`config.mk`:
```
export PLATFORM = sky130hd
export DESIGN_NAME = memory_flat
export DESIGN_NICKNAME = d
export VERILOG_FILES = /design/src/logic/isaPkg.sv /design/src/logic/ctlPkg.sv /design/src/logic/ctlIf.sv /design/src/logic/memory.sv /design/src/flat_wrapper.sv
export SDC_FILE = /design/constraint.sdc
export NUM_CORES = 2
export LEC_CHECK = 0
export BUFFER_PORTS_ARGS = -buffer_cell sky130_fd_sc_hd__clkbuf_2
export CORE_MARGIN = 1.5
export CORE_UTILIZATION = 40
export DETAILED_ROUTE_END_ITERATION = 6
export PLACE_DENSITY_LB_ADDON = 0.05
export SLEW_MARGIN = 40
export SYNTH_ARGS = -nofsm -noshare
export SYNTH_HDL_FRONTEND = slang
export SYNTH_SLANG_ARGS = --single-unit
```
`constraint.sdc`:
```
create_clock -name clk -period 3.85 [get_ports clk]
set_clock_uncertainty 0.2 [all_clocks]
set_input_delay 0.1925 -clock clk [delete_from_list [all_inputs] [get_ports clk]]
set_output_delay 0.1925 -clock clk [all_outputs]
set_load 0.01 [all_outputs]
```
`src/program.hex`:
```
// One 16-bit instruction word per line in hex, from byte address 0 upward
// After the word: word index and the instruction it encodes
C105 // 00 LBI  r1, 5
C2FD // 01 LBI  r2, -3
D94C // 02 ADD  r3 = r1 + r2
D951 // 03 SUB  r4 = r1 - r2
D956 // 04 XOR  r5 = r1 ^ r2
DA3B // 05 ANDN r6 = r2 & ~r1
41FC // 06 ADDI r7 = r1 + -4
4A03 // 07 SUBI r0 = r2 - 3
549F // 08 XORI r4 = r4 ^ 0x1f
5DBF // 09 ANDNI r5 = r5 & ~0x1f
E138 // 10 SEQ  r6 = r1 == r1
EA3C // 11 SLT  r7 = r2 < r1
F158 // 12 SLE  r6 = r1 <= r2
8324 // 13 ST   mem[r3 + 4] = r1
8B84 // 14 LD   r4 = mem[r3 + 4]
8BA8 // 15 LD   r5 = mem[r3 + 8]
6502 // 16 BEQZ r5, +2 taken
C677 // 17 LBI  r6, 0x77 skipped
6102 // 18 BEQZ r1, +2 not taken
C303 // 19 LBI  r3, 3
4B61 // 20 SUBI r3 = r3 - 1
6BFC // 21 BNEZ r3, -4 back to 20
2002 // 22 J    +2
C755 // 23 LBI  r7, 0x55 skipped
0800 // 24 NOP
DCE0 // 25 ADD  r0 = r4 + r7
0000 // 26 HALT
C766 // 27 LBI  r7, 0x66 never reached
0800 // 28 NOP
0800 // 29 NOP
```
`src/logic/isaPkg.sv`:
```
package isaPkg;

   localparam int wordW    = 16;                // Datapath and instruction width
   localparam int regCount = 8;                 // General purpose registers

   // Opcode sits in bits 15:11 of every word
   typedef enum logic [4:0] {
      opHalt  = 5'b00000,                       // Stop the processor
      opNop   = 5'b00001,
      opJ     = 5'b00100,                       // PC relative jump
      opAddi  = 5'b01000,
      opSubi  = 5'b01001,
      opXori  = 5'b01010,
      opAndni = 5'b01011,
      opBeqz  = 5'b01100,
      opBnez  = 5'b01101,
      opSt    = 5'b10000,
      opLd    = 5'b10001,
      opLbi   = 5'b11000,                       // Load byte immediate
      opAlu   = 5'b11011,                       // Register ALU group selected by funct
      opSeq   = 5'b11100,
      opSlt   = 5'b11101,
      opSle   = 5'b11110
   } opcodeT;

   // Funct codes of the register ALU group
   localparam logic [1:0] functAdd  = 2'b00;
   localparam logic [1:0] functSub  = 2'b01;
   localparam logic [1:0] functXor  = 2'b10;
   localparam logic [1:0] functAndn = 2'b11;

   // Same word seen as register format or immediate format
   typedef union packed {
      struct packed {
         opcodeT     opcode;                    // 15:11
         logic [2:0] rs;                        // 10:8
         logic [2:0] rt;                        // 7:5
         logic [2:0] rd;                        // 4:2
         logic [1:0] funct;                     // 1:0
      } rForm;
      struct packed {
         opcodeT     opcode;                    // 15:11
         logic [2:0] rs;                        // 10:8
         logic [2:0] rd;                        // 7:5
         logic [4:0] imm;                       // 4:0
      } iForm;
   } instrT;

endpackage

```
`src/logic/ctlPkg.sv`:
```
package ctlPkg;

   // ALU function applied to readData1 and operand B
   typedef enum logic [2:0] {
      aluAdd, aluSub, aluXor, aluAndn,
      aluPassB                                  // Result is operand B as is
   } aluOpT;

   // Set on compare, overrides the ALU result
   typedef enum logic [1:0] {condNone, condEq, condLt, condLe} condT;

   // Next PC source
   typedef enum logic [1:0] {brNone, brBeqz, brBnez, brJump} branchT;

   // Destination register field
   typedef enum logic [1:0] {
      destRs,                                   // Bits 10:8
      destRt,                                   // Bits 7:5
      destRd                                    // Bits 4:2
   } regDestT;

   localparam int    romWords    = 256;         // Instruction ROM depth
   localparam int    ramWords    = 256;         // Data RAM depth
   localparam string programFile = "/design/src/program.hex";

endpackage

```
`src/logic/ctlIf.sv`:
```
`timescale 1ns/10ps

interface ctlIf import ctlPkg::*, isaPkg::*; ();

   logic             regWrite;                  // Register file write request
   regDestT          regDest;
   logic             aluSrc;                    // Operand B is imm when set
   aluOpT            aluOp;
   condT             condOp;
   branchT           branchCode;
   logic             memRead;
   logic             memWrite;
   logic             memToReg;                  // Writeback from RAM instead of ALU
   logic [wordW-1:0] imm;                       // Extended immediate

   modport ctrl (output regWrite, regDest, aluSrc, aluOp, condOp, branchCode,
                 memRead, memWrite, memToReg, imm);
   modport dec  (input regWrite, regDest);
   modport exe  (input aluSrc, aluOp, condOp, branchCode, imm);
   modport mem  (input memRead, memWrite, memToReg);

endinterface

```
`src/logic/memory.sv`:
```
`timescale 1ns/10ps

module memory import isaPkg::*, ctlPkg::*; (
   input  logic             clk,
   input  logic             rstN,
   ctlIf.mem                ctl,
   input  logic             halted,
   input  logic [wordW-1:0] aluResult,          // Address or ALU writeback value
   input  logic [wordW-1:0] storeData,
   output logic [wordW-1:0] wbData
);

   localparam int ramIdxW = $clog2(ramWords);

   logic [wordW-1:0]   ram [ramWords];          // Data store
   logic [ramIdxW-1:0] idx;
   logic               memWe;
   logic [wordW-1:0]   rdData;

   // Unwritten words read back as zero
   initial begin
      for (int i = 0; i < ramWords; i++) begin
         ram[i] = '0;
      end
   end

   assign idx   = aluResult[ramIdxW:1];         // Word index from byte address
   assign memWe = ctl.memWrite && !halted && rstN;

   always_ff @(posedge clk) begin
      if (memWe) begin
         ram[idx] <= storeData;
      end
   end

   assign rdData = ctl.memRead ? ram[idx] : '0;
   assign wbData = ctl.memToReg ? rdData : aluResult;   // Writeback select

endmodule

```
`src/flat_wrapper.sv`:
```
// flat-port wrapper written by rule: the top's interface ports become plain ports
module memory_flat import isaPkg::*, ctlPkg::*;
  (clk, rstN, halted, aluResult, storeData, wbData, ctl_memRead, ctl_memWrite, ctl_memToReg);
  ctlIf ctl_i ();
  input  logic clk;
  input  logic rstN;
  input  logic halted;
  input  logic [wordW-1:0] aluResult;
  input  logic [wordW-1:0] storeData;
  output logic [wordW-1:0] wbData;
  input wire logic [$bits(ctl_i.memRead)-1:0] ctl_memRead;
  input wire logic [$bits(ctl_i.memWrite)-1:0] ctl_memWrite;
  input wire logic [$bits(ctl_i.memToReg)-1:0] ctl_memToReg;
  assign ctl_i.memRead = ctl_memRead;
  assign ctl_i.memWrite = ctl_memWrite;
  assign ctl_i.memToReg = ctl_memToReg;
  memory u_core (.clk(clk), .rstN(rstN), .ctl(ctl_i), .halted(halted), .aluResult(aluResult), .storeData(storeData), .wbData(wbData));
endmodule
```
==> flow_metrics.py <==
metrics = {
    "clock_tree": {
        "cts.sinks": 4096,
        "cts_tree": "yes",
        "htreeDepth": 5,
        "numCtsBuffers": 441,
        "cts.clk_slew.worst_paths_ps": 60,
        "cts.path.max_buffers": 4,
        "cts_root_buf": "clkbuf_16",
    },
    "detailed_routing": {
        "via_count": 81000,
        "routedWlPerCell_um": 33.7,
        "routed_wl_um": 482000,
        "post-route-drc-count": 0,
        "viasPerCell": 5.66,
        "ant_nets": 0,
        "drt_first_pass_iters": 5,
        "drt_iter0_markers": 8197,
    },
    "floorplanning": {
        "dieArea_um2": 398000,
        "die_x_um": 631,
        "die_h_um": 631,
        "io_pins": 54,
        "start_util": 0.402,
        "core_area_um2": 393000,
        "rows": 230,
    },
    "logic_synthesis": {
        "syn_area_um2": 158000,
        "synth-main-ff-cell": "edfxtp_1",
        "synth_edf_count": 4096,
        "synth-seq-cells": 4096,
        "syn_inst": 7508,
        "synthTopCellsByArea": "edfxtp_1 (78%), mux4_2 (11%), mux2i_1 (3.6%), a22oi_1 (1.6%), nor2_1 (0.78%)",
        "synth.avg_cell_area_um2": 21.0,
        "synth_area_leader_cell": "edfxtp_1",
        "yosysSeqAreaShare": 0.780,
        "synth_top_area_frac": 0.780,
        "yosysWarnings": 0,
        "async_reset_ff_frac": 0,
        "ys_types": 59,
        "syn_nets": 7546,
    },
    "layout": {
        "regMostFlops": "u_core.ram",
        "syn_to_final_growth_pct": 19.9,
        "layout_commonest_cell": "edfxtp_1",
        "drive_above_1_share": 0.303,
        "reg_top3": "u_core.ram: 4096 flops",
        "fin_nets": 8745,
        "final_cell_area_um2": 189000,
        "final_cell_mix": "edfxtp_1 (4096), buf_4 (870), mux4_2 (756), mux2i_1 (558), clkbuf_16 (448)",
        "largest_reg_flops": 4096,
    },
    "placement": {
        "placed_area_um2": 174000,
        "dp_hpwl_um": 308000,
        "gp_congestion": 0.840,
        "io_buffers": 53,
    },
    "worst_setup_path": {
        "crit_arrival_ps": 3920,
        "crit_type": "reg2out",
        "end_kind": "primary output",
        "worst_setup_path_start_kind": "flop",
        "cp.required_ps": 3460,
        "path_max_fanout": 1,
    },
    "power": {
        "p_int_mw": 74.8,
        "switchingPower_mw": 21.0,
        "p_leak_nw": 61.5,
        "power_density_nw_per_um2": 506,
        "p_clk_frac": 0.429,
        "max-vdd-ir-drop_mv": 0.399,
        "total_power_mw": 95.8,
        "p_comb_frac": 0.058,
        "seq_power_share": 0.512,
        "switching_share": 0.219,
    },
    "sta": {
        "layout_setup_ws_ps": -465,
        "setup_viol": 15,
        "tightest_slew_ps": 850,
        "rsz0062_at_grt": "true",
        "final_hold_viol_count": 0,
        "slew_headroom": 0.434,
        "drv_slew": 0,
        "tns_ps": -3340,
        "period_share": 1.12,
        "max_freq_ghz": 0.232,
        "min_period_ps": 4320,
        "hold_slack_ps": 60.3,
    },
    "global_route": {
        "grtUsageTotal": 0.240,
        "grt_max_degree": 115,
        "grt_pass1_wl_um": 669000,
        "first_global_vias": 81900,
        "overflow": 0,
        "grt_antenna_before_repair": 28,
    },
    "status": {
        "outcome": "complete, but fails checks",
        "failed_checks": "setup timing",
    },
    "job": {
        "maxCapViolCount": 0,
    },
    "worst_hold_path": {
        "holdPathEnd": "u_core.ram[198][13]",
        "min_from": "storeData[13]",
        "min_path_type": "in2reg",
        "hold_path_depth": 2,
    },
}
[cells in the mapped netlist (3+ instances only)]
cell type / n
edfxtp_1: 4096
mux4_2: 756
mux2i_1: 561
nor2_1: 329
a22oi_1: 327
nand2_1: 208
clkbuf_1: 187
nand3_1: 120
a21oi_1: 114
buf_2: 106
a211oi_1: 72
o21ai_0: 66
o22ai_1: 59
buf_4: 54
buf_6: 49
buf_1: 38
nand4_1: 37
nor2b_1: 35
a22o_1: 33
o2111ai_1: 31
nor3_1: 21
o211ai_1: 16
a21o_1: 15
o221ai_1: 15
a311oi_1: 14
o32ai_1: 14
or4_1: 14
a32o_1: 13
nand4b_1: 13
or2_1: 13
inv_1: 11
buf_8: 10
a221oi_1: 9
a221oi_2: 8
and2_1: 6
and3b_1: 3
clkinv_1: 3
nand2b_1: 3
nand3b_1: 3
[logic make-up (layout without fill, tap and decap cells)]
| logic type | count (synthesis) | after routing | synth area share |
|---|---|---|---|
| compound gates | 818 | 818 | 0.0373 |
| buf+inv | 461 | 2029 | 0.0162 |
| flops | 4096 | 4096 | 0.780 |
| mux | 1319 | 1319 | 0.144 |
| other cells | 0 | 7 | 0 |
| simple gates | 814 | 814 | 0.0231 |
[through the flow]
stage                     setup slack (ps)  instances   util
after global placement               -1500      13400  0.442
final                                 -465      14300  0.482
after floorplan                        549       7508      -
after CTS                             -652      14300  0.481
after global routing                  -537      14300  0.482
after detailed placement              -969      13500  0.443
[cell type report]
cell class                 instances  area (µm²)
fill                           32700      203000
clock inverter                   274        2320
sequential                      4096      123000
clock buffer                     538       11500
multi-input combinational       2951       33400
antenna                            7        17.5
tap                             5220        6530
timing repair buffer            1201       12300
inverter                          16        62.6
[worst max-delay path, stage by stage, from the launching register on]
cell      delay [ps]
edfxtp_1         360
mux4_2           510
a22oi_2          290
nand3_4          150
or4_4            600
a221oi_4         540
buf_4            220
o32ai_2          100
clkbuf_2         150
[power groups by stage]
stage               Sequential, mW  Clock (mW)  Combinational (mW)
finish                        49.1        41.1                5.59
global route                  49.1        43.5                5.85
CTS                           49.1        41.9                5.63
detailed placement            50.0           0                5.48
global placement              50.0           0                5.39
floorplan                     50.0           0                2.22
[per-layer routing]
layer | vias up | share of wire | global-route usage
met1 | 44100 | 0.44 | 0.347
met2 | 2406 | 0.48 | 0.387
met4 | 2 | 0.031 | 0.0675
met3 | 584 | 0.049 | 0.0255
met5 | - | 0.000027 | 0
li1 | 33900 | - | -
[worst max-delay path by stage]
stage                              end  cells past startpoint               start
floorplan           u_core.ram[115][0]                     12        aluResult[1]
global placement            wbData[15]                     14        aluResult[1]
detailed placement          wbData[15]                     14        aluResult[1]
CTS                          wbData[3]                      9  u_core.ram[179][3]
global route                 wbData[3]                      8   u_core.ram[63][3]
finish                       wbData[3]                      8   u_core.ram[62][3]
[timing repair]
action / 4_1_cts / 5_1_grt
hold buffers: 29 / 2
buffers inserted: 1 / 0
pin swaps: 55 / 27
setup endpoints to repair: 16 / 16
gates resized for setup: 156 / 30
endpoints found under the hold margin: 3830 / 32
gates cloned: 0 / 0
No activity file was read; power rests on OpenSTA's default activity.
