===== config.mk =====
export PLATFORM = sky130hd
export DESIGN_NAME = decode_flat
export DESIGN_NICKNAME = d
export VERILOG_FILES = /design/src/logic/isaPkg.sv /design/src/logic/ctlPkg.sv /design/src/logic/ctlIf.sv /design/src/logic/decode.sv /design/src/flat_wrapper.sv
export SDC_FILE = /design/constraint.sdc
export NUM_CORES = 1
export LEC_CHECK = 0
export ABC_AREA = 1
export BUFFER_PORTS_ARGS = -buffer_cell sky130_fd_sc_hd__buf_2
export CELL_PAD_IN_SITES_DETAIL_PLACEMENT = 1
export CELL_PAD_IN_SITES_GLOBAL_PLACEMENT = 1
export CORE_UTILIZATION = 40
export CTS_CLUSTER_DIAMETER = 200
export DETAILED_ROUTE_END_ITERATION = 8
export GPL_TIMING_DRIVEN = 0
export PLACE_DENSITY_LB_ADDON = 0.1
export SLEW_MARGIN = 20
export SYNTH_ARGS = -nofsm -noshare
export SYNTH_HDL_FRONTEND = slang
export SYNTH_SLANG_ARGS = --single-unit
export TNS_END_PERCENT = 50

===== constraint.sdc =====
create_clock -name clk -period 1.8 [get_ports clk]
set_input_delay 0.36 -clock clk [delete_from_list [all_inputs] [get_ports clk]]
set_output_delay 0.36 -clock clk [all_outputs]
set_load 0.01 [all_outputs]

===== src/program.hex =====
// One 16-bit instruction word per line in hex, from byte address 0 upward
// After the word: word index and the instruction it encodes
C105 // 00 LBI  r1, 5
C2FD // 01 LBI  r2, -3
D94C // 02 ADD  r3 = r1 + r2
D951 // 03 SUB  r4 = r1 - r2
D956 // 04 XOR  r5 = r1 ^ r2
DA3B // 05 ANDN r6 = r2 & ~r1
41FC // 06 ADDI r7 = r1 + -4
4A03 // 07 SUBI r0 = r2 - 3
549F // 08 XORI r4 = r4 ^ 0x1f
5DBF // 09 ANDNI r5 = r5 & ~0x1f
E138 // 10 SEQ  r6 = r1 == r1
EA3C // 11 SLT  r7 = r2 < r1
F158 // 12 SLE  r6 = r1 <= r2
8324 // 13 ST   mem[r3 + 4] = r1
8B84 // 14 LD   r4 = mem[r3 + 4]
8BA8 // 15 LD   r5 = mem[r3 + 8]
6502 // 16 BEQZ r5, +2 taken
C677 // 17 LBI  r6, 0x77 skipped
6102 // 18 BEQZ r1, +2 not taken
C303 // 19 LBI  r3, 3
4B61 // 20 SUBI r3 = r3 - 1
6BFC // 21 BNEZ r3, -4 back to 20
2002 // 22 J    +2
C755 // 23 LBI  r7, 0x55 skipped
0800 // 24 NOP
DCE0 // 25 ADD  r0 = r4 + r7
0000 // 26 HALT
C766 // 27 LBI  r7, 0x66 never reached
0800 // 28 NOP
0800 // 29 NOP

===== src/logic/isaPkg.sv =====
package isaPkg;

   localparam int wordW    = 16;                // Datapath and instruction width
   localparam int regCount = 8;                 // General purpose registers

   // Opcode sits in bits 15:11 of every word
   typedef enum logic [4:0] {
      opHalt  = 5'b00000,                       // Stop the processor
      opNop   = 5'b00001,
      opJ     = 5'b00100,                       // PC relative jump
      opAddi  = 5'b01000,
      opSubi  = 5'b01001,
      opXori  = 5'b01010,
      opAndni = 5'b01011,
      opBeqz  = 5'b01100,
      opBnez  = 5'b01101,
      opSt    = 5'b10000,
      opLd    = 5'b10001,
      opLbi   = 5'b11000,                       // Load byte immediate
      opAlu   = 5'b11011,                       // Register ALU group selected by funct
      opSeq   = 5'b11100,
      opSlt   = 5'b11101,
      opSle   = 5'b11110
   } opcodeT;

   // Funct codes of the register ALU group
   localparam logic [1:0] functAdd  = 2'b00;
   localparam logic [1:0] functSub  = 2'b01;
   localparam logic [1:0] functXor  = 2'b10;
   localparam logic [1:0] functAndn = 2'b11;

   // Same word seen as register format or immediate format
   typedef union packed {
      struct packed {
         opcodeT     opcode;                    // 15:11
         logic [2:0] rs;                        // 10:8
         logic [2:0] rt;                        // 7:5
         logic [2:0] rd;                        // 4:2
         logic [1:0] funct;                     // 1:0
      } rForm;
      struct packed {
         opcodeT     opcode;                    // 15:11
         logic [2:0] rs;                        // 10:8
         logic [2:0] rd;                        // 7:5
         logic [4:0] imm;                       // 4:0
      } iForm;
   } instrT;

endpackage


===== src/logic/ctlPkg.sv =====
package ctlPkg;

   // ALU function applied to readData1 and operand B
   typedef enum logic [2:0] {
      aluAdd, aluSub, aluXor, aluAndn,
      aluPassB                                  // Result is operand B as is
   } aluOpT;

   // Set on compare, overrides the ALU result
   typedef enum logic [1:0] {condNone, condEq, condLt, condLe} condT;

   // Next PC source
   typedef enum logic [1:0] {brNone, brBeqz, brBnez, brJump} branchT;

   // Destination register field
   typedef enum logic [1:0] {
      destRs,                                   // Bits 10:8
      destRt,                                   // Bits 7:5
      destRd                                    // Bits 4:2
   } regDestT;

   localparam int    romWords    = 256;         // Instruction ROM depth
   localparam int    ramWords    = 256;         // Data RAM depth
   localparam string programFile = "/design/src/program.hex";

endpackage


===== src/logic/ctlIf.sv =====
`timescale 1ns/10ps

interface ctlIf import ctlPkg::*, isaPkg::*; ();

   logic             regWrite;                  // Register file write request
   regDestT          regDest;
   logic             aluSrc;                    // Operand B is imm when set
   aluOpT            aluOp;
   condT             condOp;
   branchT           branchCode;
   logic             memRead;
   logic             memWrite;
   logic             memToReg;                  // Writeback from RAM instead of ALU
   logic [wordW-1:0] imm;                       // Extended immediate

   modport ctrl (output regWrite, regDest, aluSrc, aluOp, condOp, branchCode,
                 memRead, memWrite, memToReg, imm);
   modport dec  (input regWrite, regDest);
   modport exe  (input aluSrc, aluOp, condOp, branchCode, imm);
   modport mem  (input memRead, memWrite, memToReg);

endinterface


===== src/logic/decode.sv =====
`timescale 1ns/10ps

module decode import isaPkg::*, ctlPkg::*; (
   input  logic                        clk,
   input  logic                        rstN,
   input  instrT                       instr,
   ctlIf.dec                           ctl,
   input  logic                        halted,
   input  logic [wordW-1:0]            wbData,
   output logic [wordW-1:0]            readData1,
   output logic [wordW-1:0]            readData2,
   output logic                        wbValid,
   output logic [$clog2(regCount)-1:0] wbReg
);

   logic [wordW-1:0] regs [regCount];           // Register file

   assign readData1 = regs[instr.rForm.rs];     // Old value this cycle
   assign readData2 = regs[instr.rForm.rt];     // Also the store data

   always_comb begin
      unique case (ctl.regDest)
         destRs:  wbReg = instr.rForm.rs;
         destRt:  wbReg = instr.rForm.rt;
         default: wbReg = instr.rForm.rd;
      endcase
   end

   // No writes once halted or while in reset
   assign wbValid = ctl.regWrite && !halted && rstN;

   always_ff @(posedge clk) begin
      if (!rstN) begin
         for (int i = 0; i < regCount; i++) begin
            regs[i] <= '0;
         end
      end else if (wbValid) begin
         regs[wbReg] <= wbData;
      end
   end

endmodule


===== src/flat_wrapper.sv =====
// flat-port wrapper written by rule: the top's interface ports become plain ports
module decode_flat import isaPkg::*, ctlPkg::*;
  (clk, rstN, instr, halted, wbData, readData1, readData2, wbValid, wbReg, ctl_regWrite, ctl_regDest);
  ctlIf ctl_i ();
  input  logic clk;
  input  logic rstN;
  input  instrT instr;
  input  logic halted;
  input  logic [wordW-1:0] wbData;
  output logic [wordW-1:0] readData1;
  output logic [wordW-1:0] readData2;
  output logic wbValid;
  output logic [$clog2(regCount)-1:0] wbReg;
  input wire logic [$bits(ctl_i.regWrite)-1:0] ctl_regWrite;
  input wire logic [$bits(ctl_i.regDest)-1:0] ctl_regDest;
  assign ctl_i.regWrite = ctl_regWrite;
  assign ctl_i.regDest = ctl_regDest;
  decode u_core (.clk(clk), .rstN(rstN), .instr(instr), .ctl(ctl_i), .halted(halted), .wbData(wbData), .readData1(readData1), .readData2(readData2), .wbValid(wbValid), .wbReg(wbReg));
endmodule

==> results.ini, run 1 <==
[run_status]
status = complete, but fails checks
violations = negative setup slack

[sta]
final_max_slew_viol_count = 0
slew_headroom_pct = 63.1
hold_slack_ps = 400
fmax_mhz = 526
tightest_slew_ps = 554
final.period_utilization_pct = 106
setup_ws_ps = -102
rsz0062_at_grt = true
finalHoldViolations = 0
finalSetupViolations = 8
fin_crit_ps = 1900

[global_route]
grt_max_degree = 17
grt_pass1_wl_mm = 39.1
overflow = 0
antenna_found_initial = 0
grt_pass1_vias = 6848
grt_use_total_pct = 28.9

[placed_design]
numPortBuffers = 62
place_congestion = 0.927
hpwl_mm = 18.8
placed_cells = 1130
placed_area_sq_mm = 0.00780

[power_and_ir_drop]
peakVddDrop_mv = 0.712
power_mw = 8.01
leakagePower_nw = 3.85
power_density_mw_per_mm2 = 890

[floorplanning]
fp.dieH_microns = 136
io_pins = 74
core_sq_mm = 0.0175
die_w_microns = 136
fp.dieArea_sq_mm = 0.0186
std_cell_rows = 48
start_util_pct = 41.3

[cells_and_area]
regMostFlops = u_core.regs
largest_register_ffs = 128
reg_top3 = u_core.regs: 128 flops
stdcell_count = 1168
fillCellCount = 2028
nNetsFinal = 968
drive_gt1_share_pct = 30.5
final_area_sq_mm = 0.00899
syn2layout_area_growth_pct = 24.7
n_antenna_cell = 0

[min_path]
holdPathStages = 3
hold_path.class = primary input to flop

[logic_synthesis]
syn_area_per_cell_sq_um = 8.56
synth_flop_cell = edfxtp_1
ys_types = 21
synth_area_leaders = edfxtp_1, nand2_1, o21ai_0
synthArstFlopShare_pct = 0
yosysMostFrequentCell = nand2_1
syn-num-nets = 881
synth_edf_count = 128
ys.warnings.count = 0
synth.top_cell.area_share_pct = 53.3
synth_cells = 843
synth_seq_cells = 128
synth_top_area_cell = edfxtp_1
syn_area_sq_mm = 0.00721
synth_seq_area_share_pct = 53.3
netlist_top_cells_count = nand2_1, nor2_1, edfxtp_1

[clock_tree]
clkSinkCount = 128
hold_buffers = 0
clkTransAtPathRegs_ps = 60
clock_path_buffers = 2
cts_made_buffers = 17
ctsRootBufferMaster = clkbuf_16
cts_tree = built
htreeDepth = 4

[flow_run]
max_cap_viol_count = 0

[routing]
wire_per_inst_microns = 22.1
drt-initial-drc-count = 561
totalWireLength_mm = 25.9
drtPass1Iterations = 5
drt-vias-per-instance = 5.58
vias = 6512
drc = 0
ant_nets = 0

[critical_path]
path_class = primary input to output port
crit_arrival_ps = 1540
endpoint_kind = output port
startpoint_type = primary input
path_max_fanout = 10
required_ps = 1440

[metal layers]
metal / GRT usage (%) / vias up / part of all wire, %
met5: 0 / - / 0
met4: 11.7 / 0 / 2.5
met3: 4.06 / 55 / 5.1
met2: 48.9 / 244 / 49
met1: 37.0 / 3219 / 43
li1: - / 2994 / -
[what timing repair did]
| item | CTS | global route |
|---|---|---|
| setup endpoints to repair | 160 | 64 |
| pin swaps | 11 | 31 |
| buffers inserted | 4 | 0 |
| gates cloned | 2 | 0 |
| endpoints found under the hold margin | 0 | 0 |
| resized for setup | 163 | 119 |
[per-stage QoR]
stage / utilization, % / setup WS, ps / TNS [ps]
after floorplan: - / -112 / -11280
after global placement: 44.7 / -588 / -75990
after detailed placement: 44.7 / -642 / -85090
after global routing: 51.5 / -140 / -1760
final: 51.5 / -102 / -262
after CTS: 50.5 / -40.6 / -127
[cell type report]
| type | count | area [sq um] | area share (%) |
|---|---|---|---|
| Tap cell | 225 | 282 | 3.13 |
| Clock buffer | 17 | 425 | 4.73 |
| Timing Repair Buffer | 68 | 450 | 5.01 |
| Inverter | 74 | 299 | 3.32 |
| Buffer | 56 | 616 | 6.84 |
| Sequential cell | 128 | 3840 | 42.7 |
| Clock inverter | 15 | 96.3 | 1.07 |
| Multi-Input combinational cell | 585 | 2980 | 33.2 |
[cell families after synthesis]
| kind of cell | Yosys count | synth area share, % |
|---|---|---|
| simple gates | 361 | 21.9 |
| compound gates | 224 | 16.7 |
| buf+inv | 130 | 8.17 |
| flops | 128 | 53.3 |
[where the power goes]
| group | leakage [nW] | internal, mW | switching [mW] |
|---|---|---|---|
| Clock | 0.249 | 1.74 | 1.35 |
| Sequential | 1.22 | 3.47 | 0.0967 |
| Combinational | 2.38 | 0.469 | 0.887 |
| Total | 3.85 | 5.67 | 2.33 |
[cells in the final DEF (no fill, tap or decap), types with 5 or more instances in the layout]
master and n:
nand2_2 26, inv_2 41, buf_2 60, clkbuf_4 5
a21oi_2 28, nand2_1 149, buf_4 11, nor2_2 10
buf_6 26, o21ai_1 71, edfxtp_1 128, clkbuf_16 21
nor2_1 153, o211ai_1 32, o21ai_2 7, inv_1 30
nand2_4 12, o21ai_0 50, buf_8 5, a21oi_1 36
[worst paths after layout]
kind	start	endpoint
setup / recovery	instr[6]	readData2[4]
hold / removal	wbData[14]	u_core.regs[2][14]
[worst max-delay path, cell delays in order]
cell      delay (ps)
buf_2            110
buf_6            190
clkbuf_8         190
o21ai_1          120
o21ai_2          220
nand2_1           90
nand2_1          110
buf_2            140
(Power assumes the default switching activity.)
==> run 2: changes to the inputs <==
--- a/config.mk
+++ b/config.mk
@@ -6,12 +6,13 @@
 export NUM_CORES = 1
 export LEC_CHECK = 0
 export ABC_AREA = 1
-export BUFFER_PORTS_ARGS = -buffer_cell sky130_fd_sc_hd__buf_2
 export CELL_PAD_IN_SITES_DETAIL_PLACEMENT = 1
 export CELL_PAD_IN_SITES_GLOBAL_PLACEMENT = 1
 export CORE_UTILIZATION = 40
 export CTS_CLUSTER_DIAMETER = 200
 export DETAILED_ROUTE_END_ITERATION = 8
+export DONT_BUFFER_PORTS = 1
+export GPL_ROUTABILITY_DRIVEN = 1
 export GPL_TIMING_DRIVEN = 0
 export PLACE_DENSITY_LB_ADDON = 0.1
 export SLEW_MARGIN = 20
==> constraint.sdc (replaced) <==
create_clock -name clk -period 1.9 [get_ports clk]
set_input_delay 0.38 -clock clk [delete_from_list [all_inputs] [get_ports clk]]
set_output_delay 0.38 -clock clk [all_outputs]
set_load 0.01 [all_outputs]
==> results.ini, run 2 (synthesis gave the netlist of run 1 again) <==
[routing]
drt-vias-per-instance = 5.61  ; +0.62%
drc = 0  ; unchanged
drt-initial-drc-count = 572  ; +2.0%
ant_nets = 0  ; unchanged
vias = 6165  ; -5.3%
wire_per_inst_microns = 23.3  ; +5.1%
totalWireLength_mm = 25.6  ; -1.1%
drtPass1Iterations = 5  ; unchanged

[cells_and_area]
largest_register_ffs = 128  ; unchanged
regMostFlops = u_core.regs
nNetsFinal = 900  ; -7.0%
fillCellCount = 2059  ; +1.5%
final_common_cell = nand2_1
syn2layout_area_growth_pct = 13.2
utilization_pct = 46.7  ; -4.7 points
stdcell_count = 1099  ; -5.9%
n_antenna_cell = 0  ; unchanged
final_cell_mix = nand2_1, nor2_1, edfxtp_1
drive_gt1_share_pct = 15.1  ; -15 points
reg_top3 = u_core.regs: 128 flops

[sta]
tightest_slew_ps = 678  ; +124 ps
final_max_slew_viol_count = 0  ; unchanged
fin_crit_ps = 1900
final.period_utilization_pct = 99.8
finalSetupViolations = 0  ; -8
fmax_mhz = 527
finalHoldViolations = 0  ; unchanged
slew_headroom_pct = 54.7  ; -8.4 points
rsz0062_at_grt = true
hold_slack_ps = 341  ; -59.7 ps

[clock_tree]
clkSinkCount = 128  ; unchanged
cts_tree = built
ctsRootBufferMaster = clkbuf_16
htreeDepth = 4  ; unchanged
post-cts-setup-buffers = 0  ; -4
cts_made_buffers = 17  ; unchanged
hold_buffers = 0  ; unchanged
clock_path_buffers = 2  ; unchanged
clkTransAtPathRegs_ps = 50  ; about the same

[critical_path]
crit_arrival_ps = 1520  ; -20 ps
endpoint_kind = output port
startpoint_type = primary input
crit_start = instr[6]
required_ps = 1520  ; +80 ps
path_class = primary input to output port
path_max_fanout = 10  ; unchanged

[placed_design]
place_congestion = 0.867  ; -6.5%
hpwl_mm = 18.7  ; -0.47%
numPortBuffers = 0  ; -100%
placed_cells = 1068  ; -5.5%

[floorplanning]
io_pins = 74  ; unchanged
core_sq_mm = 0.0175  ; unchanged
fp.dieArea_sq_mm = 0.0186  ; unchanged
start_util_pct = 41.3  ; unchanged
std_cell_rows = 48  ; unchanged
fp.dieH_microns = 136  ; unchanged
die_w_microns = 136  ; unchanged

[flow_run]
max_cap_viol_count = 0  ; unchanged

[global_route]
grt_max_degree = 17  ; unchanged
overflow = 0  ; unchanged
grt_pass1_vias = 6372  ; -7.0%
grt_pass1_wl_mm = 38.1  ; -2.6%
grt_use_total_pct = 28.9  ; about the same
antenna_found_initial = 0  ; unchanged

[run_status]
status = complete, no violations

[power_and_ir_drop]
leakagePower_nw = 3.47  ; -9.8%
power_density_mw_per_mm2 = 912  ; +2.5%
peakVddDrop_mv = 0.646  ; -9.3%

[min_path]
hold_path.class = primary input to flop
hold_end = u_core.regs[4][13]
min_from = wbData[13]
holdPathStages = 2  ; -1

==> run 2: changes by cell type in the layout (fill, tap and decap cells not counted), sizes merged <==
cell / delta
buf: -72
bufbuf: -1
bufinv: +2
clkbuf: +10
clkinv: -3
clkinvlp: -2
inv: -3
==> run 2: cell type report <==
type / count / area [sq um] / share of cell area [%]
multi-input cells: 585 / 2830 / 34.6
flip-flops and latches: 128 / 3840 / 47.1
plain buffers: 56 / 388 / 4.75
clock inverters: 9 / 92.6 / 1.13
well taps: 225 / 282 / 3.45
inverters: 74 / 290 / 3.56
clock buffers: 22 / 444 / 5.44
==> run 2: what timing repair did <==
action | 4_1_cts | 5_1_grt
gates resized for setup | 43 | 37
cloned | 0 | 0
setup endpoints to repair | 69 | 89
pin swaps | 0 | 6
==> run 2: metrics by stage <==
stage / TNS (ps) / setup WS (ps) / total power, mW / instance area (sq um)
2_1_floorplan: -1820 / -31.5 / 4.02 / 7210
3_3_place_gp: -53440 / -506 / 4.33 / 7490
3_5_place_dp: -59930 / -550 / 4.37 / 7490
4_1_cts: 0 / 0.103 / 7.43 / 8110
5_1_grt: 0 / 0.00666 / 7.66 / 8170
6_report: 0 / 3.17 / 7.45 / 8170
==> run 2: where the power goes <==
part           internal, mW  switching [mW]  total (mW)  leakage, nW
registers              3.28          0.0754        3.36         1.22
logic                 0.256           0.759        1.02         1.98
clock network          1.90            1.18        3.08        0.266
==> run 2: worst max-delay path by stage <==
stage | end | cells past startpoint | slack (ps)
2_1_floorplan | u_core.regs[0][0] | 8 | -30
3_3_place_gp | u_core.regs[2][3] | 8 | -510
3_5_place_dp | u_core.regs[0][2] | 8 | -550
4_1_cts | readData1[5] | 7 | 0.1
5_1_grt | readData2[1] | 7 | 0.007
6_report | readData2[15] | 6 | 3
==> run 2: layer usage <==
metal	track usage (%)	vias up	routed length, microns
li1	-	2857	-
met1	38.8	3053	11500
met2	46.9	207	12300
met3	4.14	48	1140
met4	11.1	0	584
met5	0	-	0
==> run 2: worst max-delay path: stages <==
cell and delay, ps:
buf_2 230, buf_2 310, o21ai_0 120, o21ai_0 220, nand2_1 90, nand2_1 160
