File: src/program.hex
// One 16-bit instruction word per line in hex, from byte address 0 upward
// After the word: word index and the instruction it encodes
C105 // 00 LBI  r1, 5
C2FD // 01 LBI  r2, -3
D94C // 02 ADD  r3 = r1 + r2
D951 // 03 SUB  r4 = r1 - r2
D956 // 04 XOR  r5 = r1 ^ r2
DA3B // 05 ANDN r6 = r2 & ~r1
41FC // 06 ADDI r7 = r1 + -4
4A03 // 07 SUBI r0 = r2 - 3
549F // 08 XORI r4 = r4 ^ 0x1f
5DBF // 09 ANDNI r5 = r5 & ~0x1f
E138 // 10 SEQ  r6 = r1 == r1
EA3C // 11 SLT  r7 = r2 < r1
F158 // 12 SLE  r6 = r1 <= r2
8324 // 13 ST   mem[r3 + 4] = r1
8B84 // 14 LD   r4 = mem[r3 + 4]
8BA8 // 15 LD   r5 = mem[r3 + 8]
6502 // 16 BEQZ r5, +2 taken
C677 // 17 LBI  r6, 0x77 skipped
6102 // 18 BEQZ r1, +2 not taken
C303 // 19 LBI  r3, 3
4B61 // 20 SUBI r3 = r3 - 1
6BFC // 21 BNEZ r3, -4 back to 20
2002 // 22 J    +2
C755 // 23 LBI  r7, 0x55 skipped
0800 // 24 NOP
DCE0 // 25 ADD  r0 = r4 + r7
0000 // 26 HALT
C766 // 27 LBI  r7, 0x66 never reached
0800 // 28 NOP
0800 // 29 NOP
File: src/logic/isaPkg.sv
package isaPkg;

   localparam int wordW    = 16;                // Datapath and instruction width
   localparam int regCount = 8;                 // General purpose registers

   // Opcode sits in bits 15:11 of every word
   typedef enum logic [4:0] {
      opHalt  = 5'b00000,                       // Stop the processor
      opNop   = 5'b00001,
      opJ     = 5'b00100,                       // PC relative jump
      opAddi  = 5'b01000,
      opSubi  = 5'b01001,
      opXori  = 5'b01010,
      opAndni = 5'b01011,
      opBeqz  = 5'b01100,
      opBnez  = 5'b01101,
      opSt    = 5'b10000,
      opLd    = 5'b10001,
      opLbi   = 5'b11000,                       // Load byte immediate
      opAlu   = 5'b11011,                       // Register ALU group selected by funct
      opSeq   = 5'b11100,
      opSlt   = 5'b11101,
      opSle   = 5'b11110
   } opcodeT;

   // Funct codes of the register ALU group
   localparam logic [1:0] functAdd  = 2'b00;
   localparam logic [1:0] functSub  = 2'b01;
   localparam logic [1:0] functXor  = 2'b10;
   localparam logic [1:0] functAndn = 2'b11;

   // Same word seen as register format or immediate format
   typedef union packed {
      struct packed {
         opcodeT     opcode;                    // 15:11
         logic [2:0] rs;                        // 10:8
         logic [2:0] rt;                        // 7:5
         logic [2:0] rd;                        // 4:2
         logic [1:0] funct;                     // 1:0
      } rForm;
      struct packed {
         opcodeT     opcode;                    // 15:11
         logic [2:0] rs;                        // 10:8
         logic [2:0] rd;                        // 7:5
         logic [4:0] imm;                       // 4:0
      } iForm;
   } instrT;

endpackage

File: src/logic/ctlPkg.sv
package ctlPkg;

   // ALU function applied to readData1 and operand B
   typedef enum logic [2:0] {
      aluAdd, aluSub, aluXor, aluAndn,
      aluPassB                                  // Result is operand B as is
   } aluOpT;

   // Set on compare, overrides the ALU result
   typedef enum logic [1:0] {condNone, condEq, condLt, condLe} condT;

   // Next PC source
   typedef enum logic [1:0] {brNone, brBeqz, brBnez, brJump} branchT;

   // Destination register field
   typedef enum logic [1:0] {
      destRs,                                   // Bits 10:8
      destRt,                                   // Bits 7:5
      destRd                                    // Bits 4:2
   } regDestT;

   localparam int    romWords    = 256;         // Instruction ROM depth
   localparam int    ramWords    = 256;         // Data RAM depth
   localparam string programFile = "/design/src/program.hex";

endpackage

File: src/logic/ctlIf.sv
`timescale 1ns/10ps

interface ctlIf import ctlPkg::*, isaPkg::*; ();

   logic             regWrite;                  // Register file write request
   regDestT          regDest;
   logic             aluSrc;                    // Operand B is imm when set
   aluOpT            aluOp;
   condT             condOp;
   branchT           branchCode;
   logic             memRead;
   logic             memWrite;
   logic             memToReg;                  // Writeback from RAM instead of ALU
   logic [wordW-1:0] imm;                       // Extended immediate

   modport ctrl (output regWrite, regDest, aluSrc, aluOp, condOp, branchCode,
                 memRead, memWrite, memToReg, imm);
   modport dec  (input regWrite, regDest);
   modport exe  (input aluSrc, aluOp, condOp, branchCode, imm);
   modport mem  (input memRead, memWrite, memToReg);

endinterface

File: src/logic/control.sv
`timescale 1ns/10ps

module control import isaPkg::*, ctlPkg::*; (
   input  instrT instr,
   ctlIf.ctrl    ctl,
   output logic  err
);

   logic [wordW-1:0] word;                      // Raw view for the long immediates
   logic [wordW-1:0] sext5, zext5, sext8, sext11;

   assign word   = instr;
   assign sext5  = {{(wordW-5){word[4]}}, word[4:0]};
   assign zext5  = {{(wordW-5){1'b0}}, word[4:0]};
   assign sext8  = {{(wordW-8){word[7]}}, word[7:0]};
   assign sext11 = {{(wordW-11){word[10]}}, word[10:0]};

   always_comb begin
      ctl.regWrite   = 1'b0;                    // Defaults give a NOP
      ctl.regDest    = destRd;
      ctl.aluSrc     = 1'b0;
      ctl.aluOp      = aluAdd;
      ctl.condOp     = condNone;
      ctl.branchCode = brNone;
      ctl.memRead    = 1'b0;
      ctl.memWrite   = 1'b0;
      ctl.memToReg   = 1'b0;
      ctl.imm        = sext5;
      err            = 1'b0;
      case (instr.rForm.opcode)
         opHalt, opNop: ;                       // Nothing written
         opAddi, opSubi, opXori, opAndni: begin
            ctl.regWrite = 1'b1;
            ctl.regDest  = destRt;              // I form rd is in 7:5
            ctl.aluSrc   = 1'b1;
            case (instr.iForm.opcode)
               opAddi:  ctl.aluOp = aluAdd;
               opSubi:  ctl.aluOp = aluSub;
               opXori:  ctl.aluOp = aluXor;
               default: ctl.aluOp = aluAndn;
            endcase
            // Logical immediates are zero extended
            if (instr.iForm.opcode == opXori || instr.iForm.opcode == opAndni) begin
               ctl.imm = zext5;
            end
         end
         opAlu: begin
            ctl.regWrite = 1'b1;
            case (instr.rForm.funct)
               functAdd:  ctl.aluOp = aluAdd;
               functSub:  ctl.aluOp = aluSub;
               functXor:  ctl.aluOp = aluXor;
               functAndn: ctl.aluOp = aluAndn;
               default:   ctl.aluOp = aluAdd;
            endcase
         end
         opSeq, opSlt, opSle: begin
            ctl.regWrite = 1'b1;
            ctl.condOp   = (instr.rForm.opcode == opSeq) ? condEq :
                           (instr.rForm.opcode == opSlt) ? condLt : condLe;
         end
         opLbi: begin
            ctl.regWrite = 1'b1;
            ctl.regDest  = destRs;              // LBI writes the rs field
            ctl.aluSrc   = 1'b1;
            ctl.aluOp    = aluPassB;
            ctl.imm      = sext8;
         end
         opSt: begin
            ctl.memWrite = 1'b1;                // Address is rs plus imm
            ctl.aluSrc   = 1'b1;
         end
         opLd: begin
            ctl.regWrite = 1'b1;
            ctl.regDest  = destRt;
            ctl.aluSrc   = 1'b1;
            ctl.memRead  = 1'b1;
            ctl.memToReg = 1'b1;
         end
         opBeqz, opBnez: begin
            ctl.branchCode = (instr.iForm.opcode == opBeqz) ? brBeqz : brBnez;
            ctl.imm        = sext8;
         end
         opJ: begin
            ctl.branchCode = brJump;
            ctl.imm        = sext11;            // 11 bit displacement
         end
         default: err = 1'b1;                   // Unknown opcode leaves writes off
      endcase
   end

endmodule

File: src/flat_wrapper.sv
// flat-port wrapper written by rule: the top's interface ports become plain ports
module control_flat import isaPkg::*, ctlPkg::*;
  (instr, err, ctl_regWrite, ctl_regDest, ctl_aluSrc, ctl_aluOp, ctl_condOp, ctl_branchCode, ctl_memRead, ctl_memWrite, ctl_memToReg, ctl_imm);
  ctlIf ctl_i ();
  input  instrT instr;
  output logic err;
  output wire logic [$bits(ctl_i.regWrite)-1:0] ctl_regWrite;
  output wire logic [$bits(ctl_i.regDest)-1:0] ctl_regDest;
  output wire logic [$bits(ctl_i.aluSrc)-1:0] ctl_aluSrc;
  output wire logic [$bits(ctl_i.aluOp)-1:0] ctl_aluOp;
  output wire logic [$bits(ctl_i.condOp)-1:0] ctl_condOp;
  output wire logic [$bits(ctl_i.branchCode)-1:0] ctl_branchCode;
  output wire logic [$bits(ctl_i.memRead)-1:0] ctl_memRead;
  output wire logic [$bits(ctl_i.memWrite)-1:0] ctl_memWrite;
  output wire logic [$bits(ctl_i.memToReg)-1:0] ctl_memToReg;
  output wire logic [$bits(ctl_i.imm)-1:0] ctl_imm;
  assign ctl_regWrite = ctl_i.regWrite;
  assign ctl_regDest = ctl_i.regDest;
  assign ctl_aluSrc = ctl_i.aluSrc;
  assign ctl_aluOp = ctl_i.aluOp;
  assign ctl_condOp = ctl_i.condOp;
  assign ctl_branchCode = ctl_i.branchCode;
  assign ctl_memRead = ctl_i.memRead;
  assign ctl_memWrite = ctl_i.memWrite;
  assign ctl_memToReg = ctl_i.memToReg;
  assign ctl_imm = ctl_i.imm;
  control u_core (.instr(instr), .ctl(ctl_i), .err(err));
endmodule
File: config.mk
export PLATFORM = sky130hd
export DESIGN_NAME = control_flat
export DESIGN_NICKNAME = d
export VERILOG_FILES = /design/src/logic/isaPkg.sv /design/src/logic/ctlPkg.sv /design/src/logic/ctlIf.sv /design/src/logic/control.sv /design/src/flat_wrapper.sv
export SDC_FILE = /design/constraint.sdc
export NUM_CORES = 1
export LEC_CHECK = 0
export ABC_AREA = 1
export BUFFER_PORTS_ARGS = -buffer_cell sky130_fd_sc_hd__buf_2
export CAP_MARGIN = 30
export CORE_AREA = 2 2 39 41
export DETAILED_ROUTE_END_ITERATION = 16
export DIE_AREA = 0 0 41 43
export GPL_TIMING_DRIVEN = 1
export PLACE_DENSITY_LB_ADDON = 0.08
export SETUP_SLACK_MARGIN = 0.2
export SLEW_MARGIN = 25
export SYNTH_ARGS = -nofsm -noshare
export SYNTH_HDL_FRONTEND = slang
export SYNTH_SLANG_ARGS = --single-unit
File: constraint.sdc
create_clock -name vclk -period 1.2
set_input_delay 0 -clock vclk [all_inputs]
set_output_delay 0 -clock vclk [all_outputs]
set_load 0.005 [all_outputs]
==> flow_metrics.tcl, run 1 <==
set metrics [dict create \
    outcome "finished, final reports clean" \
    hold_path.class "input port to output pin" \
    leakage_nw 0.4129 \
    max_freq_ghz 1.092 \
    syn_inst 82 \
    routabilityCongestion 0.8326 \
    rsz0062_at_grt "true" \
    worst-path-max-fanout 6 \
    cp-end-kind "output pin" \
    slew_viol_final 0 \
    ys_types 17 \
    setup_viol 0 \
    yosys.area.top_type "buf_4" \
    io-pin-count 47 \
    syn2layout_area_growth_pct 58.91 \
    final.min_clock_period_ns 0.9155 \
    die-height_um 43 \
    syn-num-nets 98 \
    tightest_slew_ns 0.3382 \
    overflow 0 \
    syn_area_um2 414.1 \
    synth.top_cell.area_share_pct 19.94 \
    power.density_nw_per_um2 329.3 \
    fill_cells 169 \
    crit_family "buffers and inverters" \
    grt_pass1_vias 495 \
    fin_nets 136 \
    dieArea_um2 1763 \
    period_share_pct 76.29 \
    ant_nets 0 \
    port_buffers 43 \
    wl_per_cell_um 9.179 \
    slew_headroom_pct 77.25 \
    yosysMostFrequentCell "nand2_1" \
    fin_tns_setup_ns 0 \
    first_pass_iters 4 \
    vias_per_cell 4.716 \
    avgSynthCellArea_um2 5.051 \
    drc 0 \
    required_ns 1.20 \
    grt_usage_pct 13.69 \
    vias 632 \
    synth.area.top_cells "buf_4 20%, nand2_1 16%, nand3_1 16%, inv_1 10%, nand4_1 7.6%" \
    crit_path_start "instr[14]" \
    post-dp-hpwl_um 1064 \
    grt_pass1_wl_um 1849 \
    drive_above_1_share_pct 50.00 \
    diodes 0 \
    ys_seq_area_share_pct 0 \
    ctsHoldBuffers 0 \
    worst_path_max_delay_cell "nor2_4" \
    yosysWarnings 0 \
    cp_slowest_stage_delay_ns 0.17 \
    grt_max_degree 9 \
    coreArea_um2 1384 \
    first_iter_violations 3 \
    antenna_found_initial 0 \
    critPathBufInv 4 \
    initial_core_util_pct 29.93 \
    drv_cap 0 \
    arrival_ns 0.92 \
    setup.worst_path.start_class "input port" \
    die-width_um 41 \
    ir_worst_vdd_uv 112.6 \
    rows 14 \
    synth_common_cells "18 x nand2_1, 13 x nand3_1, 11 x buf_4, 11 x inv_1, 8 x nor2_1" \
    regArea_um2 0 \
    wl_um 1230 \
    holdCritStartpoint "instr[2]" \
    power_w 0.0002168 \
    nClkBuffers 0 \
    hold_viol 0 \
    utilization_pct 47.56 \
    path_class "input port to output pin" \
    design.seq.count 0 \
    crit_path_cell_trace "buf_6, inv_4, nor2_4, nand2_1, buf_4, o21ai_0, buf_2" \
]
## through the flow
stage          worst slack (ns)  std cells  hold slack (ns)  cell area (um2)
6_report                 0.2845        134      0.000002252            658.1
5_1_grt                  0.1939        134       0.00001064            658.1
4_1_cts                  0.2304        133       0.00003458            606.8
3_5_place_dp             0.1250        132       0.00003458            584.3
3_3_place_gp             0.1263        132       0.00003458            584.3
2_1_floorplan            0.2219         82          0.04317            414.1
## logic make-up (layout without fill, tap and decap cells)
logic type / Yosys count / in the layout / synth area share (%)
buffers and inverters: 25 / 61 / 32.93
and+or+nand+nor: 50 / 50 / 58.01
AOI/OAI and AO/OA: 7 / 7 / 9.062
## worst paths after layout
path | depth (start not counted) | slack [ns] | endpoint
worst max-delay path | 7 | 0.28 | ctl_aluOp[0]
worst min-delay path | 0 | 0.000002 | ctl_imm[2]
## area by class of cell
cell class | count | area (um2) | share of cell area (%)
repair buffers | 48 | 271.5 | 41.25
well taps | 16 | 20.02 | 3.042
multi-input cells | 57 | 311.5 | 47.34
inverters | 13 | 55.05 | 8.365
## metal layers
metal / vias to the layer above / routed length [um] / global-route usage (%)
li1: 338 / - / -
met1: 270 / 522 / 18.67
met2: 24 / 621 / 24.38
met3: 0 / 86 / 0
met4: 0 / 0 / 0
met5: - / 0 / 0
## placed cells by master (no fill, tap or decap), types with 2 or more instances in the layout
master   count
buf_2       40
nand2_1     18
nand3_1     11
inv_1        8
nor2_1       7
buf_4        6
nand4_1      5
o21ai_0      5
inv_2        3
nor2_4       2
nor3_1       2
## power by group
group / leakage [nW] / internal [W] / total [W] / switching, W
Sequential: 0 / 0 / 0 / 0
Clock: 0 / 0 / 0 / 0
Combinational: 0.413 / 0.000102 / 0.000217 / 0.000114
Total: 0.413 / 0.000102 / 0.000217 / 0.000114
## what timing repair did
| action | 4_1_cts | 5_1_grt |
|---|---|---|
| gates cloned | 0 | 0 |
| buffers inserted | 1 | 1 |
| pin swaps | 1 | 9 |
| gates resized for setup | 3 | 16 |
| setup endpoints to repair | 6 | 15 |
(Power assumes the default switching activity.)
==> inputs of run 2 (changes only) <==
Clock period 1.2 ns to 0.8 ns, I/O delays scaled along.
==> run 2 against run 1 <==
  * The flow now finishes with violations (setup timing)
  * Hold slack hardly changed
  * First-iteration DRC count stayed put
  * Critical path depth stayed put
  * Cell count is 18% higher
  * Core utilization is 33 points higher
  * Sequential cell count stayed put
  * Routed wire length is 66% higher
  * Combinational power grew to 2.7 times the previous value
  * Non-clock buffer count is 24 higher
  * Clock-buffer cell count stayed put
  * Die area stayed put
==> flow_metrics.tcl, run 2 (synthesis gave the netlist of run 1 again) <==
set metrics [dict create \
    final_cells 158 \
    place_ws_ns -0.1803 \
    rsz0062_at_grt "true" \
    ctsHoldBuffers 0 \
    vias 781 \
    design.seq.count 0 \
    initial_core_util_pct 29.93 \
    nClkBuffers 0 \
    ant_nets 0 \
    hold_path.class "input port to output pin" \
    fin_tns_setup_ns -1.270 \
    layout_commonest_cell "buf_2" \
    overflow 0 \
    cp-end-kind "output pin" \
    violations "setup timing" \
    slew_viol_final 0 \
    grt_max_degree 7 \
    required_ns 0.80 \
    grt_pass1_wl_um 2987 \
    setup.worst_path.start_class "input port" \
    hold_viol 0 \
    max_freq_ghz 1.083 \
    first_iter_violations 3 \
    post-dp-hpwl_um 1239 \
    period_share_pct 115.5 \
    routabilityCongestion 0.7627 \
    drv_cap 0 \
    syn2layout_area_growth_pct 168.9 \
    wl_um 2042 \
    antenna_found_initial 0 \
    io-pin-count 47 \
    regArea_um2 0 \
    tightest_slew_ns 0.3068 \
    busiest_layer "met2" \
    arrival_ns 0.92 \
    holdPathStages 0 \
    slew_headroom_pct 79.46 \
    drc 0 \
    placed_cells 150 \
    die-width_um 41 \
    die-height_um 43 \
    grt_usage_pct 23.58 \
    wl_per_cell_um 12.92 \
    rows 14 \
    setup_viol 18 \
    power.density_nw_per_um2 532.0 \
    fill_cells 100 \
    path_class "input port to output pin" \
    final.min_clock_period_ns 0.9237 \
    drive_above_1_share_pct 71.13 \
    outcome "finished, violations left" \
    use_met1_pct 27.22 \
    diodes 0 \
    ir_worst_vdd_uv 291.1 \
    worst-path-max-fanout 6 \
    first_pass_iters 3 \
    leakage_nw 0.6315 \
    layout_common_cells "30 x buf_2, 20 x buf_4, 17 x buf_6" \
    power_w 0.0005924 \
    vias_per_cell 4.943 \
    coreArea_um2 1384 \
    grtUsageMet2_pct 43.44 \
    grt_pass1_vias 721 \
    fin_nets 160 \
    use_met3_pct 0.5236 \
    port_buffers 43 \
    dieArea_um2 1763 \
    timing.hold.ws_ns 0.000002286 \
    layout_setup_ws_ns -0.1237 \
]
-- run 2: changes by cell type in the layout (fill, tap and decap cells not counted), sizes merged --
cell      delta
buf         +24
clkinv       +1
clkinvlp     -1
-- run 2: area by class of cell --
| class | instances | area (um2) | area share, % |
|---|---|---|---|
| inverter | 13 | 76.32 | 6.854 |
| multi-input combinational | 57 | 435.4 | 39.10 |
| tap | 16 | 20.02 | 1.798 |
| timing repair buffer | 72 | 581.8 | 52.25 |
-- run 2: critical path, stage by stage --
cell and delay (ns):
buf_12 0.11, nor2_4 0.15, nand4_1 0.21, nand2_1 0.15, inv_2 0.05, nand3_4 0.13, buf_6 0.11
-- run 2: report_power, final --
| part | internal (W) | switching [W] | total (W) |
|---|---|---|---|
| combinational | 0.000323 | 0.000270 | 0.000592 |
| clock | 0 | 0 | 0 |
| sequential | 0 | 0 | 0 |
| total | 0.000323 | 0.000270 | 0.000592 |
-- run 2: repair_timing --
action	in CTS	in global routing
pin swaps	18	11
gates resized for setup	68	11
setup endpoints to repair	26	26
setup buffers	6	2
-- run 2: worst paths after layout --
kind	to	start
setup / recovery	ctl_imm[12]	instr[13]
hold / removal	ctl_imm[3]	instr[3]
-- run 2: per-stage QoR --
step	cell area [um2]	utilization (%)
floorplan	469.2	-
global placement	745.7	53.89
detailed placement	745.7	53.89
CTS	1049	75.77
global route	1114	80.47
finish	1114	80.47
-- run 2: routing by layer --
metal / wire length [um] / vias up / share of wire (%)
met1: 753 / 367 / 37
met5: 0 / - / 0
met3: 83 / 8 / 4.1
met2: 1149 / 26 / 56
li1: - / 380 / -
met4: 55 / 0 / 2.7
